$ cat src/breakout_pkg.sv
`default_nettype none

package breakout_pkg;

    // bus widths
    localparam int coord_w    = 10;
    localparam int rgb_w      = 12;
    localparam int digit_w    = 4;

    // playfield holds a fixed row of bricks
    localparam int num_bricks = 6;

    // visible area limits of the 640x480 raster
    localparam logic [coord_w-1:0] x_max = 10'd639;
    localparam logic [coord_w-1:0] y_max = 10'd479;

    // row just past the visible area that is seen once per frame at column 0
    localparam logic [coord_w-1:0] refresh_row = 10'd481;

    // ball is a square
    localparam logic [coord_w-1:0] ball_size = 10'd8;

    // player board
    localparam logic [coord_w-1:0] board_width  = 10'd64;
    localparam logic [coord_w-1:0] board_height = 10'd8;

    // every brick has the same size
    localparam logic [coord_w-1:0] brick_width  = 10'd30;
    localparam logic [coord_w-1:0] brick_height = 10'd30;

    // white board
    localparam logic [rgb_w-1:0] board_rgb = 12'hFFF;

    // red bricks
    localparam logic [rgb_w-1:0] brick_rgb = 12'hF00;

    // yellow ball with red and green on
    localparam logic [rgb_w-1:0] ball_rgb = 12'hFF0;

    // black background
    localparam logic [rgb_w-1:0] bg_rgb = 12'h000;

endpackage

`default_nettype wire

$ cat src/ball_motion.sv
`default_nettype none

module ball_motion (
    input  logic                              clk,
    input  logic                              reset,
    input  logic                              pause,
    input  logic [breakout_pkg::coord_w-1:0]  x,
    input  logic [breakout_pkg::coord_w-1:0]  y,
    input  logic [breakout_pkg::coord_w-1:0]  board_x,
    input  logic [breakout_pkg::coord_w-1:0]  board_y,
    input  logic [breakout_pkg::num_bricks-1:0] hits,
    output logic [breakout_pkg::coord_w-1:0]  ball_x,
    output logic [breakout_pkg::coord_w-1:0]  ball_y,
    output logic                              step,
    output logic                              collision
);

    import breakout_pkg::*;

    // ball right and bottom edges
    logic [coord_w-1:0] ball_r;
    logic [coord_w-1:0] ball_b;

    // board right and bottom edges
    logic [coord_w-1:0] board_r;
    logic [coord_w-1:0] board_b;

    // direction, 1 = right / down
    logic dir_x;
    logic dir_y;
    logic dir_x_next;
    logic dir_y_next;

    logic board_hit;

    // one strobe per frame, held off while paused
    assign step = (x == '0) && (y == refresh_row) && !pause;

    assign ball_r  = ball_x + ball_size - 1'b1;
    assign ball_b  = ball_y + ball_size - 1'b1;
    assign board_r = board_x + board_width - 1'b1;
    assign board_b = board_y + board_height - 1'b1;

    // bottom row of the ball inside the board rows, columns overlapping
    assign board_hit = (ball_b >= board_y) && (ball_b <= board_b) &&
                       (ball_r >= board_x) && (ball_x <= board_r);

    // a brick hit only counts on the frame step
    assign collision = step && (|hits);

    // bounce rules, later checks win over earlier ones
    always_comb begin
        dir_x_next = dir_x;
        dir_y_next = dir_y;
        // screen edges
        if (ball_r >= x_max) begin
            dir_x_next = 1'b0;
        end
        if (ball_x == '0) begin
            dir_x_next = 1'b1;
        end
        if (ball_b >= y_max) begin
            dir_y_next = 1'b0;
        end
        if (ball_y == '0) begin
            dir_y_next = 1'b1;
        end
        // board sends the ball back up
        if (board_hit) begin
            dir_y_next = 1'b0;
        end
        // bricks flip the vertical direction held before this step
        if (|hits) begin
            dir_y_next = ~dir_y;
        end
    end

    // ball starts top left, heading right and down
    always_ff @(posedge clk or posedge reset) begin
        if (reset) begin
            ball_x <= '0;
            ball_y <= '0;
            dir_x  <= 1'b1;
            dir_y  <= 1'b1;
        end else if (step) begin
            dir_x <= dir_x_next;
            dir_y <= dir_y_next;
            // move uses the old direction, the new one applies next frame
            ball_x <= dir_x ? ball_x + 1'b1 : ball_x - 1'b1;
            ball_y <= dir_y ? ball_y + 1'b1 : ball_y - 1'b1;
        end
    end

endmodule

`default_nettype wire

$ cat src/brick_cell.sv
`default_nettype none

module brick_cell (
    input  logic                             clk,
    input  logic                             reset,
    input  logic [breakout_pkg::coord_w-1:0] x,
    input  logic [breakout_pkg::coord_w-1:0] y,
    input  logic [breakout_pkg::coord_w-1:0] ball_x,
    input  logic [breakout_pkg::coord_w-1:0] ball_y,
    input  logic [breakout_pkg::coord_w-1:0] brick_x,
    input  logic [breakout_pkg::coord_w-1:0] brick_y,
    input  logic                             step,
    output logic                             hit,
    output logic                             brick_on
);

    import breakout_pkg::*;

    logic visible;

    // brick right and bottom edges
    logic [coord_w-1:0] brick_r;
    logic [coord_w-1:0] brick_b;

    // ball right and bottom edges
    logic [coord_w-1:0] ball_r;
    logic [coord_w-1:0] ball_b;

    assign brick_r = brick_x + brick_width - 1'b1;
    assign brick_b = brick_y + brick_height - 1'b1;
    assign ball_r  = ball_x + ball_size - 1'b1;
    assign ball_b  = ball_y + ball_size - 1'b1;

    // ball bottom row within the brick rows while the columns overlap
    assign hit = visible &&
                 (ball_b >= brick_y) && (ball_b <= brick_b) &&
                 (ball_r >= brick_x) && (ball_x <= brick_r);

    // raster currently inside this brick
    assign brick_on = visible &&
                      (x >= brick_x) && (x <= brick_r) &&
                      (y >= brick_y) && (y <= brick_b);

    // brick disappears after the frame step that hits it
    always_ff @(posedge clk or posedge reset) begin
        if (reset) begin
            visible <= 1'b1;
        end else if (step && hit) begin
            visible <= 1'b0;
        end
    end

endmodule

`default_nettype wire

$ cat src/score_bcd.sv
`default_nettype none

module score_bcd (
    input  logic                             clk,
    input  logic                             reset,
    input  logic                             collision,
    output logic [breakout_pkg::digit_w-1:0] thous,
    output logic [breakout_pkg::digit_w-1:0] huns,
    output logic [breakout_pkg::digit_w-1:0] tens,
    output logic [breakout_pkg::digit_w-1:0] ones
);

    import breakout_pkg::*;

    // digit at 9 passes the carry on
    logic ones_wrap;
    logic tens_wrap;
    logic huns_wrap;
    logic thous_wrap;

    assign ones_wrap  = (ones == 4'd9);
    assign tens_wrap  = ones_wrap && (tens == 4'd9);
    assign huns_wrap  = tens_wrap && (huns == 4'd9);
    assign thous_wrap = huns_wrap && (thous == 4'd9);

    // one count per collision strobe, 9999 wraps to 0000
    always_ff @(posedge clk or posedge reset) begin
        if (reset) begin
            ones  <= '0;
            tens  <= '0;
            huns  <= '0;
            thous <= '0;
        end else if (collision) begin
            ones <= ones_wrap ? '0 : ones + 1'b1;
            if (ones_wrap) begin
                tens <= tens_wrap ? '0 : tens + 1'b1;
            end
            if (tens_wrap) begin
                huns <= huns_wrap ? '0 : huns + 1'b1;
            end
            if (huns_wrap) begin
                thous <= thous_wrap ? '0 : thous + 1'b1;
            end
        end
    end

endmodule

`default_nettype wire

$ cat src/pixel_render.sv
`default_nettype none

module pixel_render (
    input  logic                                video_on,
    input  logic [breakout_pkg::coord_w-1:0]    x,
    input  logic [breakout_pkg::coord_w-1:0]    y,
    input  logic [breakout_pkg::coord_w-1:0]    board_x,
    input  logic [breakout_pkg::coord_w-1:0]    board_y,
    input  logic [breakout_pkg::coord_w-1:0]    ball_x,
    input  logic [breakout_pkg::coord_w-1:0]    ball_y,
    input  logic [breakout_pkg::num_bricks-1:0] brick_on,
    output logic [breakout_pkg::rgb_w-1:0]      rgb
);

    import breakout_pkg::*;

    logic [coord_w-1:0] board_r;
    logic [coord_w-1:0] board_b;
    logic [coord_w-1:0] ball_r;
    logic [coord_w-1:0] ball_b;

    logic board_on;
    logic ball_on;

    assign board_r = board_x + board_width - 1'b1;
    assign board_b = board_y + board_height - 1'b1;
    assign ball_r  = ball_x + ball_size - 1'b1;
    assign ball_b  = ball_y + ball_size - 1'b1;

    // raster inside the board
    assign board_on = (x >= board_x) && (x <= board_r) &&
                      (y >= board_y) && (y <= board_b);

    // raster inside the ball
    assign ball_on = (x >= ball_x) && (x <= ball_r) &&
                     (y >= ball_y) && (y <= ball_b);

    // board over bricks over ball over background
    always_comb begin
        if (!video_on) begin
            // blank during sync and porches
            rgb = '0;
        end else if (board_on) begin
            rgb = board_rgb;
        end else if (|brick_on) begin
            rgb = brick_rgb;
        end else if (ball_on) begin
            rgb = ball_rgb;
        end else begin
            rgb = bg_rgb;
        end
    end

endmodule

`default_nettype wire

$ cat src/breakout_top.sv
`default_nettype none

module breakout_top (
    input  logic                                clk,
    input  logic                                reset,
    input  logic                                pause,
    input  logic                                video_on,
    input  logic [breakout_pkg::coord_w-1:0]    x,
    input  logic [breakout_pkg::coord_w-1:0]    y,
    input  logic [breakout_pkg::coord_w-1:0]    board_x,
    input  logic [breakout_pkg::coord_w-1:0]    board_y,
    input  logic [breakout_pkg::num_bricks-1:0][breakout_pkg::coord_w-1:0] brick_x,
    input  logic [breakout_pkg::num_bricks-1:0][breakout_pkg::coord_w-1:0] brick_y,
    output logic [breakout_pkg::rgb_w-1:0]      rgb,
    output logic                                collision,
    output logic [breakout_pkg::digit_w-1:0]    thous,
    output logic [breakout_pkg::digit_w-1:0]    huns,
    output logic [breakout_pkg::digit_w-1:0]    tens,
    output logic [breakout_pkg::digit_w-1:0]    ones
);

    import breakout_pkg::*;

    // ball top-left corner
    logic [coord_w-1:0] ball_x;
    logic [coord_w-1:0] ball_y;

    // frame step strobe
    logic step;

    // per-brick overlap with the ball and raster coverage
    logic [num_bricks-1:0] hits;
    logic [num_bricks-1:0] brick_on;

    // ball position, direction and bounce logic
    ball_motion u_ball (
        .clk       (clk),
        .reset     (reset),
        .pause     (pause),
        .x         (x),
        .y         (y),
        .board_x   (board_x),
        .board_y   (board_y),
        .hits      (hits),
        .ball_x    (ball_x),
        .ball_y    (ball_y),
        .step      (step),
        .collision (collision)
    );

    // one cell per brick
    for (genvar i = 0; i < num_bricks; i++) begin : g_brick
        brick_cell u_brick (
            .clk      (clk),
            .reset    (reset),
            .x        (x),
            .y        (y),
            .ball_x   (ball_x),
            .ball_y   (ball_y),
            .brick_x  (brick_x[i]),
            .brick_y  (brick_y[i]),
            .step     (step),
            .hit      (hits[i]),
            .brick_on (brick_on[i])
        );
    end

    // hit counter
    score_bcd u_score (
        .clk       (clk),
        .reset     (reset),
        .collision (collision),
        .thous     (thous),
        .huns      (huns),
        .tens      (tens),
        .ones      (ones)
    );

    // colour for the current raster position
    pixel_render u_render (
        .video_on (video_on),
        .x        (x),
        .y        (y),
        .board_x  (board_x),
        .board_y  (board_y),
        .ball_x   (ball_x),
        .ball_y   (ball_y),
        .brick_on (brick_on),
        .rgb      (rgb)
    );

endmodule

`default_nettype wire

$ cat config.mk
export PLATFORM = sky130hd
export DESIGN_NAME = breakout_top
export DESIGN_NICKNAME = d
export VERILOG_FILES = /design/src/breakout_pkg.sv /design/src/ball_motion.sv /design/src/brick_cell.sv /design/src/score_bcd.sv /design/src/pixel_render.sv /design/src/breakout_top.sv
export SDC_FILE = /design/constraint.sdc
export NUM_CORES = 1
export LEC_CHECK = 0
export BUFFER_PORTS_ARGS = -buffer_cell sky130_fd_sc_hd__buf_2
export CORE_MARGIN = 4
export CORE_UTILIZATION = 45
export DETAILED_ROUTE_END_ITERATION = 7
export HOLD_SLACK_MARGIN = 0.15
export PLACE_DENSITY = 0.61
export SLEW_MARGIN = 10
export SYNTH_ARGS = -nofsm -noshare
export SYNTH_HDL_FRONTEND = slang
export SYNTH_SLANG_ARGS = --single-unit
export TNS_END_PERCENT = 1
$ cat constraint.sdc
create_clock -name clk -period 6.4 [get_ports clk]
set_input_delay 0.64 -clock clk [delete_from_list [all_inputs] [get_ports clk]]
set_output_delay 0.64 -clock clk [all_outputs]
set_load 0.02 [all_outputs]
=== Yosys cells after proc, flatten, opt, wreduce, memory -nomap -nowiden ===
Cells that the tools add are included.

* Register bits after elaboration: 44
* Bits of input ports: 164
* Output and inout port bits: 29
* Word-level logic and storage cells: 220

* Add/sub/neg operators: 40
* Order comparisons: 62
* Equality and inequality tests: 5
* Mux-type cells: 16
* Bitwise operators: 1
* Reductions and logical operators: 82

{| class="wikitable"
|+ Operators with widths
! kind !! number
|-
| $ge 10x10->1 || 30
|-
| $le 10x10->1 || 30
|-
| $sub 10x1->10 const B || 18
|-
| $add 10x5->10 const B || 12
|-
| $logic_and 1x1->1 || 69
|-
| $mux 12 || 4
|-
| $add 10x4->10 const B || 3
|-
| $logic_not 10->1 || 3
|-
| $add 10x1->10 const B || 2
|-
| $mux 10 || 2
|-
| $add 4x1->4 const B || 4
|-
| $eq 4x4->1 const B || 4
|-
| $mux 4 || 4
|-
| $reduce_or 6->1 || 2
|-
| $add 10x7->10 const B || 1
|-
| $eq 10x9->1 const B || 1
|-
| $ge 10x10->1 const B || 1
|-
| $ge 10x9->1 const B || 1
|-
| $reduce_and 2->1 || 5
|-
| $mux 1 || 6
|-
| $reduce_bool 4->1 || 1
|-
| $reduce_bool 2->1 || 1
|-
| $logic_not 1->1 || 1
|-
| $not 1->1 || 1
|}

=== Logic depth before layout (Yosys ltp) ===
Gate-level depths: netlist of run 1.

* Word-level depth: 10
* Mapped depth: 18
* Depth with buffers taken out: 17

=== Modules after synthesis ===
Synthesis of run 1 repeated with hierarchy kept, for this count alone.

* Cell total of the unflattened synthesis: 2,646
* Area, all modules: 21,343.0 µm²

{| class="wikitable"
|+ By module, submodules not included
! module !! instances !! cells each !! area each (µm²) !! sequential area each (µm²)
|-
| brick_cell at g_brick[2].u_brick ... || 2 || 297 || 2,432.3 || 26.3
|-
| ball_motion || 1 || 411 || 3,328.2 || 553.0
|-
| brick_cell at g_brick[1].u_brick || 1 || 322 || 2,466.1 || 26.3
|-
| pixel_render || 1 || 323 || 2,464.9 || 0.0
|-
| brick_cell at g_brick[3].u_brick || 1 || 304 || 2,428.6 || 26.3
|-
| brick_cell at g_brick[0].u_brick || 1 || 306 || 2,416.1 || 26.3
|-
| brick_cell at g_brick[4].u_brick || 1 || 299 || 2,398.6 || 26.3
|-
| score_bcd || 1 || 87 || 975.9 || 400.4
|}

=== Least setup slack after synthesis of run 1 ===
OpenSTA, ideal clock, no wires.

* Kind: register -> output
* Start: register u_ball.ball_y[0] (netlist name)
* End: output collision
* Arrival: 4.687 ns
* Data required time: 5.760 ns
* Setup slack: 1.073 ns
* Cell stages (with the launch flop): 17
* Path buffers: 1
* Path through: dfrtp_1 inv_1 ha_1 nand2b_1 nand4_1 xnor2_1 ha_1 o21ai_0 a221oi_1 a221oi_1 maj3_1 a2111oi_0 nand3_1 o31ai_1 nor4_4 buf_6 nor2_1

* Longest elaborated chain between the ends: 9
* Elaborated cells between the ends (all ways): 40
* Those cells by class: add/sub (2); order compare (12); reduce/logical (26)

{| class="wikitable"
|+ RTL lines
! what !! RTL line !! RTL
|-
| start, declared || ball_motion.sv:13 || <nowiki>output logic [breakout_pkg::coord_w-1:0] ball_y,</nowiki>
|-
| start signal, assigned || ball_motion.sv:90 || <nowiki>ball_y <= dir_y ? ball_y + 1'b1 : ball_y - 1'b1;</nowiki>
|-
| $add 10x4->10 (*) || brick_cell.sv:32 || <nowiki>assign ball_b = ball_y + ball_size - 1'b1;</nowiki>
|-
| $sub 10x1->10 (*) || brick_cell.sv:32 ||
|-
| via g_brick[0].u_brick.ball_b[0] || brick_cell.sv:27 || <nowiki>logic [coord_w-1:0] ball_b;</nowiki>
|-
| $ge 10x10->1 || brick_cell.sv:36 || <nowiki>(ball_b >= brick_y) && (ball_b <= brick_b) &&</nowiki>
|-
| $logic_and 1x1->1 || brick_cell.sv:35 || <nowiki>assign hit = visible &&</nowiki>
|-
| $logic_and 1x1->1 (2 in series) || brick_cell.sv:36 ||
|-
| $logic_and 1x1->1 || brick_cell.sv:37 || <nowiki>(ball_r >= brick_x) && (ball_x <= brick_r);</nowiki>
|-
| $reduce_or 6->1 (*) || ball_motion.sv:49 || <nowiki>assign collision = step && (|hits);</nowiki>
|-
| $logic_and 1x1->1 (*) || ball_motion.sv:49 ||
|-
| end, declared || breakout_top.sv:15 || <nowiki>output logic collision,</nowiki>
|}

The timed path passes the listed nets; every way through them passes the cells marked *.

=== Worst setup path in the final report of run 1 ===
* Start: register u_ball.ball_x[0] (netlist name)
* End: output rgb[6] (netlist name)

* Longest elaborated chain between the ends: 10
* Elaborated cells between the ends (all ways): 11
* Those cells by class: add/sub (2); order compare (2); mux (4); reduce/logical (3)

{| class="wikitable"
|+ RTL lines
! what !! RTL line !! RTL
|-
| start, declared || ball_motion.sv:12 || <nowiki>output logic [breakout_pkg::coord_w-1:0] ball_x,</nowiki>
|-
| start signal, assigned || ball_motion.sv:89 || <nowiki>ball_x <= dir_x ? ball_x + 1'b1 : ball_x - 1'b1;</nowiki>
|-
| $add 10x4->10 || n/a ||
|-
| $sub 10x1->10 || n/a ||
|-
| via g_brick[0].u_brick.ball_r[0] || brick_cell.sv:26 || <nowiki>logic [coord_w-1:0] ball_r;</nowiki>
|-
| $le 10x10->1 || pixel_render.sv:35 || <nowiki>assign ball_on = (x >= ball_x) && (x <= ball_r) &&</nowiki>
|-
| $logic_and 1x1->1 (2 in series) || pixel_render.sv:35 ||
|-
| $logic_and 1x1->1 || pixel_render.sv:36 || <nowiki>(y >= ball_y) && (y <= ball_b);</nowiki>
|-
| $mux 12 || pixel_render.sv:47 || <nowiki>end else if (ball_on) begin</nowiki>
|-
| $mux 12 || pixel_render.sv:45 || <nowiki>end else if (|brick_on) begin</nowiki>
|-
| $mux 12 || pixel_render.sv:43 || <nowiki>end else if (board_on) begin</nowiki>
|-
| $mux 12 || pixel_render.sv:40 || <nowiki>if (!video_on) begin</nowiki>
|-
| end, declared || breakout_top.sv:14 || <nowiki>output logic [breakout_pkg::rgb_w-1:0] rgb,</nowiki>
|}

The timed path passes the listed nets, and every way through them passes these cells.

==> results of run 1 <==
## through the flow
step | utilization [%] | cell area (sq um) | hold slack [ns] | instances
2_1_floorplan | - | 18400 | 0.4383 | 2260
3_3_place_gp | 50.10 | 20090 | 0.4546 | 2977
3_5_place_dp | 50.10 | 20090 | 0.4595 | 2977
4_1_cts | 50.45 | 20230 | 0.4700 | 2984
5_1_grt | 50.45 | 20230 | 0.4913 | 2984
6_report | 50.45 | 20230 | 0.4701 | 2984
## layout by cell type, fill, tap and decap left out, types with 5 or more instances in the layout
cell	instances
sky130_fd_sc_hd__ha_1	597
sky130_fd_sc_hd__inv_1	253
sky130_fd_sc_hd__buf_2	192
sky130_fd_sc_hd__a21oi_1	155
sky130_fd_sc_hd__xnor2_1	132
sky130_fd_sc_hd__nand2_1	118
sky130_fd_sc_hd__nor2_1	117
sky130_fd_sc_hd__o21ai_0	113
sky130_fd_sc_hd__a21o_1	64
sky130_fd_sc_hd__nor3_1	60
sky130_fd_sc_hd__nand4_1	54
sky130_fd_sc_hd__o21a_1	48
sky130_fd_sc_hd__nand3_1	46
sky130_fd_sc_hd__dfrtp_1	36
sky130_fd_sc_hd__nor2b_1	32
sky130_fd_sc_hd__nand2b_1	30
sky130_fd_sc_hd__buf_4	28
sky130_fd_sc_hd__o211ai_1	27
sky130_fd_sc_hd__nor4_1	25
sky130_fd_sc_hd__xor2_1	25
sky130_fd_sc_hd__a2111oi_0	24
sky130_fd_sc_hd__a211oi_1	20
sky130_fd_sc_hd__a21boi_0	18
sky130_fd_sc_hd__a221oi_1	15
sky130_fd_sc_hd__o21bai_1	13
sky130_fd_sc_hd__or3_1	12
sky130_fd_sc_hd__o22ai_1	12
sky130_fd_sc_hd__a31oi_1	11
sky130_fd_sc_hd__and3_1	10
sky130_fd_sc_hd__o221ai_1	10
sky130_fd_sc_hd__o31ai_1	10
sky130_fd_sc_hd__maj3_1	9
sky130_fd_sc_hd__mux2_2	8
sky130_fd_sc_hd__dfstp_2	8
sky130_fd_sc_hd__or4_1	7
sky130_fd_sc_hd__o41ai_1	6
sky130_fd_sc_hd__a32oi_1	5
sky130_fd_sc_hd__a211o_1	5
sky130_fd_sc_hd__clkbuf_16	5
## state kept, by name, indices dropped and copies added (netlist names), 4 cells and up
signal and flops:
u_score.thous 4, u_ball.ball_y 10, u_score.ones 4, u_ball.ball_x 10, u_score.tens 4, g_brick.u_brick.visible 6
u_score.huns 4
## power groups by stage
stage / clock [mW] / combinational (mW) / sequential (mW)
6_report: 0.258 / 1.07 / 0.278
5_1_grt: 0.275 / 1.21 / 0.278
4_1_cts: 0.262 / 1.06 / 0.278
3_5_place_dp: 0 / 1.05 / 0.283
3_3_place_gp: 0 / 1.02 / 0.283
2_1_floorplan: 0 / 0.688 / 0.283
## worst paths after layout
| path | from | to | slack, ns | cells past startpoint |
|---|---|---|---|---|
| worst max register to register | u_ball.ball_x[0]$_DFFE_PP0P_ | u_score.huns[1]$_DFFE_PP0P_ | 1.04 | 17 |
| max in group asynchronous | reset | u_ball.ball_y[9]$_DFFE_PP0P_ | 5.21 | 2 |
| min in group asynchronous | reset | u_score.huns[2]$_DFFE_PP0P_ | 0.58 | 2 |
| worst min-delay path | g_brick[0].u_brick.visible$_DFFE_PP1P_ | g_brick[0].u_brick.visible$_DFFE_PP1P_ | 0.47 | 2 |
| worst min register to register | g_brick[0].u_brick.visible$_DFFE_PP1P_ | g_brick[0].u_brick.visible$_DFFE_PP1P_ | 0.47 | 2 |
| worst max-delay path | u_ball.ball_x[0]$_DFFE_PP0P_ | rgb[6] | 0.75 | 16 |
## worst max-delay path, cell delays in order (launching register included)
cell and delay [ns]:
sky130_fd_sc_hd__dfrtp_1 0.67, sky130_fd_sc_hd__inv_1 0.19, sky130_fd_sc_hd__ha_1 0.21, sky130_fd_sc_hd__nor2b_1 0.28, sky130_fd_sc_hd__nor4_1 0.10, sky130_fd_sc_hd__xnor2_1 0.98
sky130_fd_sc_hd__inv_1 0.11, sky130_fd_sc_hd__ha_1 0.33, sky130_fd_sc_hd__nand4_1 0.12, sky130_fd_sc_hd__nor2_1 0.16, sky130_fd_sc_hd__nand3_1 0.14, sky130_fd_sc_hd__a221oi_1 0.29
sky130_fd_sc_hd__nand2_1 0.08, sky130_fd_sc_hd__nor3_1 0.26, sky130_fd_sc_hd__nand2_1 0.09, sky130_fd_sc_hd__o21bai_1 0.43, sky130_fd_sc_hd__buf_2 0.26
## layout make-up
| type | instances | area (sq um) |
|---|---|---|
| fillers | 3894 | 19870 |
| multi-input cells | 1933 | 16190 |
| repair buffers | 220 | 1171 |
| flip-flops and latches | 44 | 1111 |
| inverters | 255 | 957.2 |
| well taps | 525 | 656.9 |
| clock buffers | 5 | 125.1 |
| clock inverters | 2 | 12.51 |
## layer usage
layer / up-vias / GRT usage, %
li1: 8798 / -
met1: 8474 / 38.76
met2: 631 / 45.77
met3: 130 / 3.631
met4: 2 / 7.156
met5: - / 0
## logic make-up after synthesis
logic type                 Yosys count
DFF                                 44
and+or+nand+nor                    544
buffers and inverters              283
xor gates and xnor gates           165
muxes                               10
AOI/OAI and AO/OA                  606
adders and majority gates          608
==> metrics.yaml, run 1 <==
synth:
  fraction_of_synthesized_area_in_multiplexers_pct: 0.6528
  ys_warn_count: 0
  synth_area_sq_mm: 0.01840
  yosysMostFrequentCell: "sky130_fd_sc_hd__ha_1"
  post_synthesis_share_of_cell_area_spent_on_xor_and_xnor_gates_pct: 8.378
  netlist_top_cells_count: "sky130_fd_sc_hd__ha_1, sky130_fd_sc_hd__inv_1, sky130_fd_sc_hd__a21oi_1"
  synthTopCellsByArea: "sky130_fd_sc_hd__ha_1, sky130_fd_sc_hd__xnor2_1, sky130_fd_sc_hd__inv_1"
  syn_inst: 2260
  yosys.area.top_type_share_pct: 40.60
  postSynth.asyncResetShare_pct: 100.0
  syn-num-nets: 3023
  synth-seq-cells: 44
  main_combinational_cell_family_by_area_after_synthesis: "adder cells"
  synth_enable_flop_cells: 0
  synth_ff_type: "sky130_fd_sc_hd__dfrtp_1"
  yosys.area_share.adder_pct: 41.30
  yosys.area.top_type: "sky130_fd_sc_hd__ha_1"
  synthSimpleGateAreaFrac_pct: 15.27
  synth.distinct_cells: 87
  synth.yosys.seq_area_share_pct: 6.038
  synth_compound_area_share_pct: 22.30
  syn_area_per_cell_sq_um: 8.142
cells_and_area:
  layout.nets: 3222
  fraction_of_layout_instances_using_a_drive_strength_above_1_pct: 11.47
  num_antenna_cells: 0
  synthToLayoutAreaGrowth_pct: 9.935
detailed_routing:
  drt-wirelength-per-cell_microns: 21.41
  detail_route.vias_per_cell: 6.044
  met2WireLength_microns: 28560
  detailed_router_s_first_iteration_violation_count: 1381
  routed_wl_microns: 63900
  drt_drc_violations_left: 0
  ant_nets: 0
  drtPass1Iterations: 7
  met3RoutedLength_microns: 4227
  post_route_m1_wl_microns: 29320
  vias: 18040
  dr.max_layer_used: "met5"
pwr:
  switching_share_pct: 46.94
  combinational_cell_fraction_of_total_power_pct: 66.7
  max-vdd-ir-drop_v: 0.00008391
  cell_internal_pwr_mw: 0.8540
  pwr_density_cell_mw_per_mm2: 79.57
  clock_power_share_pct: 16.0
  power.share.sequential_pct: 17.3
  power_leakage_nw: 10.14
  post-layout-total-power_mw: 1.610
  total_switching_power_mw: 0.7556
clock_network:
  holdBufCountCts: 0
  worst_skew_pair.late_latency_ns: 0.29
  cts_num_sinks: 44
  cts.reportedPaths.clkPinSlew_ns: 0.07
  tritoncts: "done"
  cts_inserted_buffers: 5
  cts-root-to-sink-buffers: 2
  post-cts-setup-buffer-count: 0
  htree_levels: 2
  clockRootBuffer: "sky130_fd_sc_hd__clkbuf_16"
  quantity_of_gates_resized_following_cts: 0
critical_path:
  start_kind: "flop"
  worst-endpoint-required_ns: 5.76
  critical_path_class: "flop to output pin"
  crit_fanout: 11
  setup.worst_path.end_class: "output pin"
  worstPathArrival_ns: 5.01
grt:
  first_global_vias: 17680
  grt_antenna_before_repair: 1
  global_route_wire_length_before_repair_microns: 99220
  grt-ovfl-total: 0
  global_route.usage.total_pct: 27.87
  grt_start_max_net_pins: 45
run_status:
  run_status: "finished clean"
die:
  floorplan.die_area_sq_mm: 0.04419
  fp-row-count: 73
  dieHeight_microns: 210.2
  initial_core_util_pct: 45.89
  pin_count: 193
  core_region_area_sq_mm: 0.04010
  fp.dieW_microns: 210.2
placement:
  gp_congestion: 0.9650
  detailedPlace.worstSlack_ns: 1.162
  port_buffers: 192
  post-dp-hpwl_microns: 50420
timing:
  timing.setup.tns_ns: 0
  tightestPinTransition_ns: 1.269
  final-hold-violation-count: 0
  unrepaired_setup_endpoints_after_global_routing: "false"
  worst_slack_ns: 0.7505
  final.setup_skew_ns: 0.007876
  timing_max_transition_violations_final: 0
  achievable-frequency_mhz: 177.0
  timing.max_slew.rel_slack_pct: 14.81
  setup-violations-final: 0
  period_needed_ns: 5.649
  period_share_pct: 88.27
run:
  drv_cap: 0
min_path:
  hp-class: "flop to flop"
Power figures use the tool's default switching activity.
==> inputs of run 2 (changes only) <==
--- a/config.mk
+++ b/config.mk
@@ -10,7 +10,6 @@
 export CORE_UTILIZATION = 45
 export DETAILED_ROUTE_END_ITERATION = 7
 export HOLD_SLACK_MARGIN = 0.15
-export PLACE_DENSITY = 0.61
 export SLEW_MARGIN = 10
 export SYNTH_ARGS = -nofsm -noshare
 export SYNTH_HDL_FRONTEND = slang
==> run 2 against run 1 <==
  * Critical path depth up 1
  * Largest cell class unchanged
  * Power rose by 2.8%
  * Register-to-register slack lost 0.14 ns
  * Fmax is 1.7% lower
  * First-iteration DRC count fell by 15%
  * Combinational power is essentially flat
  * Design area about the same
  * Via count is 0.45% lower
  * Non-clock buffer count down 2
  * Largest power group unchanged
  * Global-route usage about the same
  * Die area did not move
==> metrics.yaml, run 2 (synthesis results as in run 1) <==
grt:
  grt_antenna_before_repair: 0
  grt_start_max_net_pins: 45
  global_route_wire_length_before_repair_microns: 98850
  global_route.usage.total_pct: 27.85
  first_global_vias: 17490
  grt-ovfl-total: 0
timing:
  setup-violations-final: 0
  final.setup_skew_ns: 0.006283
  unrepaired_setup_endpoints_after_global_routing: "false"
  achievable-frequency_mhz: 174.0
  tightestPinTransition_ns: 1.202
  final-hold-violation-count: 0
  timing.setup.tns_ns: 0
  period_needed_ns: 5.746
  timing_max_transition_violations_final: 0
  period_share_pct: 89.77
  timing.max_slew.rel_slack_pct: 19.63
placement:
  post-dp-hpwl_microns: 50820
  gp_congestion: 0.9394
  port_buffers: 192
  place_inst: 2975
critical_path:
  setup.worst_path.end_class: "output pin"
  delay_of_the_slowest_cell_on_the_worst_path_ns: 0.76
  start_kind: "flop"
  worst-endpoint-required_ns: 5.76
  worst_path_bufs_invs: 4
  crit_fanout: 12
  worstPathArrival_ns: 5.11
  crit_chain: "inv_1 > ha_1 > nand2b_1 > nand2_1 > xnor2_1 > inv_1 > buf_4 > ha_1 > a21o_1 > a2111oi_0 > o211ai_1 > a21oi_1 > or4b_2 > o31ai_1 > nor4_4 > nor2_1 > buf_2"
  slowest_stage: "sky130_fd_sc_hd__dfrtp_1"
  critical_path_class: "flop to output pin"
  worst_path_dominant_cell_family: "simple AND/OR/NAND/NOR gates"
detailed_routing:
  detailed_router_s_first_iteration_violation_count: 1177
  routed_wl_microns: 64290
  drt_drc_violations_left: 0
  ant_nets: 0
  drtPass1Iterations: 6
  drt-wirelength-per-cell_microns: 21.55
  detail_route.vias_per_cell: 6.018
  vias: 17950
clock_network:
  htree_levels: 2
  holdBufCountCts: 0
  post-cts-setup-buffer-count: 0
  worst_skew_pair.late_latency_ns: 0.29
  cts-root-to-sink-buffers: 2
  cts_num_sinks: 44
  cts_inserted_buffers: 5
  quantity_of_gates_resized_following_cts: 0
  tritoncts: "done"
  clockRootBuffer: "sky130_fd_sc_hd__clkbuf_16"
  cts.reportedPaths.clkPinSlew_ns: 0.07
pwr:
  power_leakage_nw: 10.14
  max-vdd-ir-drop_v: 0.00008381
  power.share.sequential_pct: 16.8
  clock_power_share_pct: 18.6
  switching_share_pct: 45.83
  total_switching_power_mw: 0.7580
  cell_internal_pwr_mw: 0.8959
  pwr_density_cell_mw_per_mm2: 81.71
  combinational_cell_fraction_of_total_power_pct: 64.6
die:
  fp-row-count: 73
  pin_count: 193
  core_region_area_sq_mm: 0.04010
  dieHeight_microns: 210.2
  initial_core_util_pct: 45.89
  fp.dieW_microns: 210.2
  floorplan.die_area_sq_mm: 0.04419
cells_and_area:
  largestRegisters: "u_ball.ball_x x10, u_ball.ball_y x10, g_brick.u_brick.visible x6"
  mostFrequentLayoutCells: "sky130_fd_sc_hd__ha_1, sky130_fd_sc_hd__inv_1, sky130_fd_sc_hd__buf_2, sky130_fd_sc_hd__a21oi_1, sky130_fd_sc_hd__xnor2_1"
  synthToLayoutAreaGrowth_pct: 10.01
  multi_input_comb_area_sq_mm: 0.01619
  fraction_of_layout_instances_using_a_drive_strength_above_1_pct: 11.39
  fillers: 3939
  layout.nets: 3220
  register_area_sq_mm: 0.001111
  fin_cells: 2983
  num_antenna_cells: 0
  layout.cells.most_common: "sky130_fd_sc_hd__ha_1"
run:
  drv_cap: 0
min_path:
  hp-class: "flop to flop"
run_status:
  run_status: "finished clean"
## run 2: cell count changes in the layout (fill, tap and decap cells not counted)
cell / before / now
sky130_fd_sc_hd__clkinv_4: 0 / 2
sky130_fd_sc_hd__xor2_2: 1 / 0
sky130_fd_sc_hd__clkinv_2: 1 / 0
sky130_fd_sc_hd__buf_4: 28 / 26
sky130_fd_sc_hd__bufinv_16: 0 / 1
sky130_fd_sc_hd__a2111oi_0: 24 / 23
sky130_fd_sc_hd__clkinvlp_4: 1 / 0
sky130_fd_sc_hd__a2111oi_1: 0 / 1
sky130_fd_sc_hd__xor2_1: 25 / 26
## run 2: path summary, 6_finish.rpt
| kind | from | end | slack (ns) | cells past startpoint |
|---|---|---|---|---|
| max | u_ball.ball_y[0]$_DFFE_PP0P_ | collision | 0.65 | 17 |
| min | g_brick[0].u_brick.visible$_DFFE_PP1P_ | g_brick[0].u_brick.visible$_DFFE_PP1P_ | 0.49 | 2 |
| max reg2reg | u_ball.ball_y[0]$_DFFE_PP0P_ | u_score.thous[0]$_DFFE_PP0P_ | 0.90 | 18 |
| min reg2reg | g_brick[0].u_brick.visible$_DFFE_PP1P_ | g_brick[0].u_brick.visible$_DFFE_PP1P_ | 0.49 | 2 |
| max in group asynchronous | reset | u_score.tens[3]$_DFFE_PP0P_ | 5.18 | 2 |
| min in group asynchronous | reset | u_ball.ball_x[6]$_DFFE_PP0P_ | 0.59 | 2 |
## run 2: layout make-up
type                            instances  share of cell area [%]
Multi-Input combinational cell       1933                   79.97
Timing Repair Buffer                  218                   5.711
Sequential cell                        44                   5.489
Inverter                              255                   4.729
Tap cell                              525                   3.245
Clock buffer                            5                  0.6181
Clock inverter                          3                  0.2349
## run 2: metal layers
layer	GRT usage, %	routed length, microns
met2	48.72	30060
met4	6.323	1579
met5	0	0
met3	1.935	3533
met1	37.67	29110
## run 2: stage by stage
stage	hold WS [ns]	cell area, sq um	total power [mW]	utilization [%]	worst slack, ns
floorplan	0.4383	18400	0.9717	-	1.073
detailed placement	0.4773	20070	1.333	50.05	0.9651
CTS	0.4883	20240	1.649	50.48	0.6715
global placement	0.4612	20070	1.297	50.05	1.114
global route	0.5011	20240	1.809	50.48	0.2366
finish	0.4927	20240	1.654	50.48	0.6545
## run 2: power by group through the flow
stage          clock network [mW]  logic (mW)  registers, mW
6_report                    0.308        1.07          0.278
5_1_grt                     0.326        1.21          0.278
4_1_cts                     0.314        1.06          0.278
3_5_place_dp                    0        1.05          0.283
3_3_place_gp                    0        1.01          0.283
2_1_floorplan                   0       0.688          0.283
## run 2: worst register-to-register path, stage by stage, from the launching register on
cell                        delay [ns]
sky130_fd_sc_hd__dfrtp_1          0.76
sky130_fd_sc_hd__inv_1            0.25
sky130_fd_sc_hd__ha_1             0.29
sky130_fd_sc_hd__nand2b_1         0.12
sky130_fd_sc_hd__nand2_1          0.08
sky130_fd_sc_hd__xnor2_1          0.22
sky130_fd_sc_hd__inv_1            0.27
sky130_fd_sc_hd__buf_4            0.27
sky130_fd_sc_hd__ha_1             0.32
sky130_fd_sc_hd__a21o_1           0.16
sky130_fd_sc_hd__a2111oi_0        0.38
sky130_fd_sc_hd__o211ai_1         0.17
sky130_fd_sc_hd__a21oi_1          0.18
sky130_fd_sc_hd__or4b_2           0.68
sky130_fd_sc_hd__o31ai_1          0.17
sky130_fd_sc_hd__nor4_4           0.10
sky130_fd_sc_hd__buf_4            0.23
sky130_fd_sc_hd__nor4b_2          0.36
sky130_fd_sc_hd__mux2_2           0.38
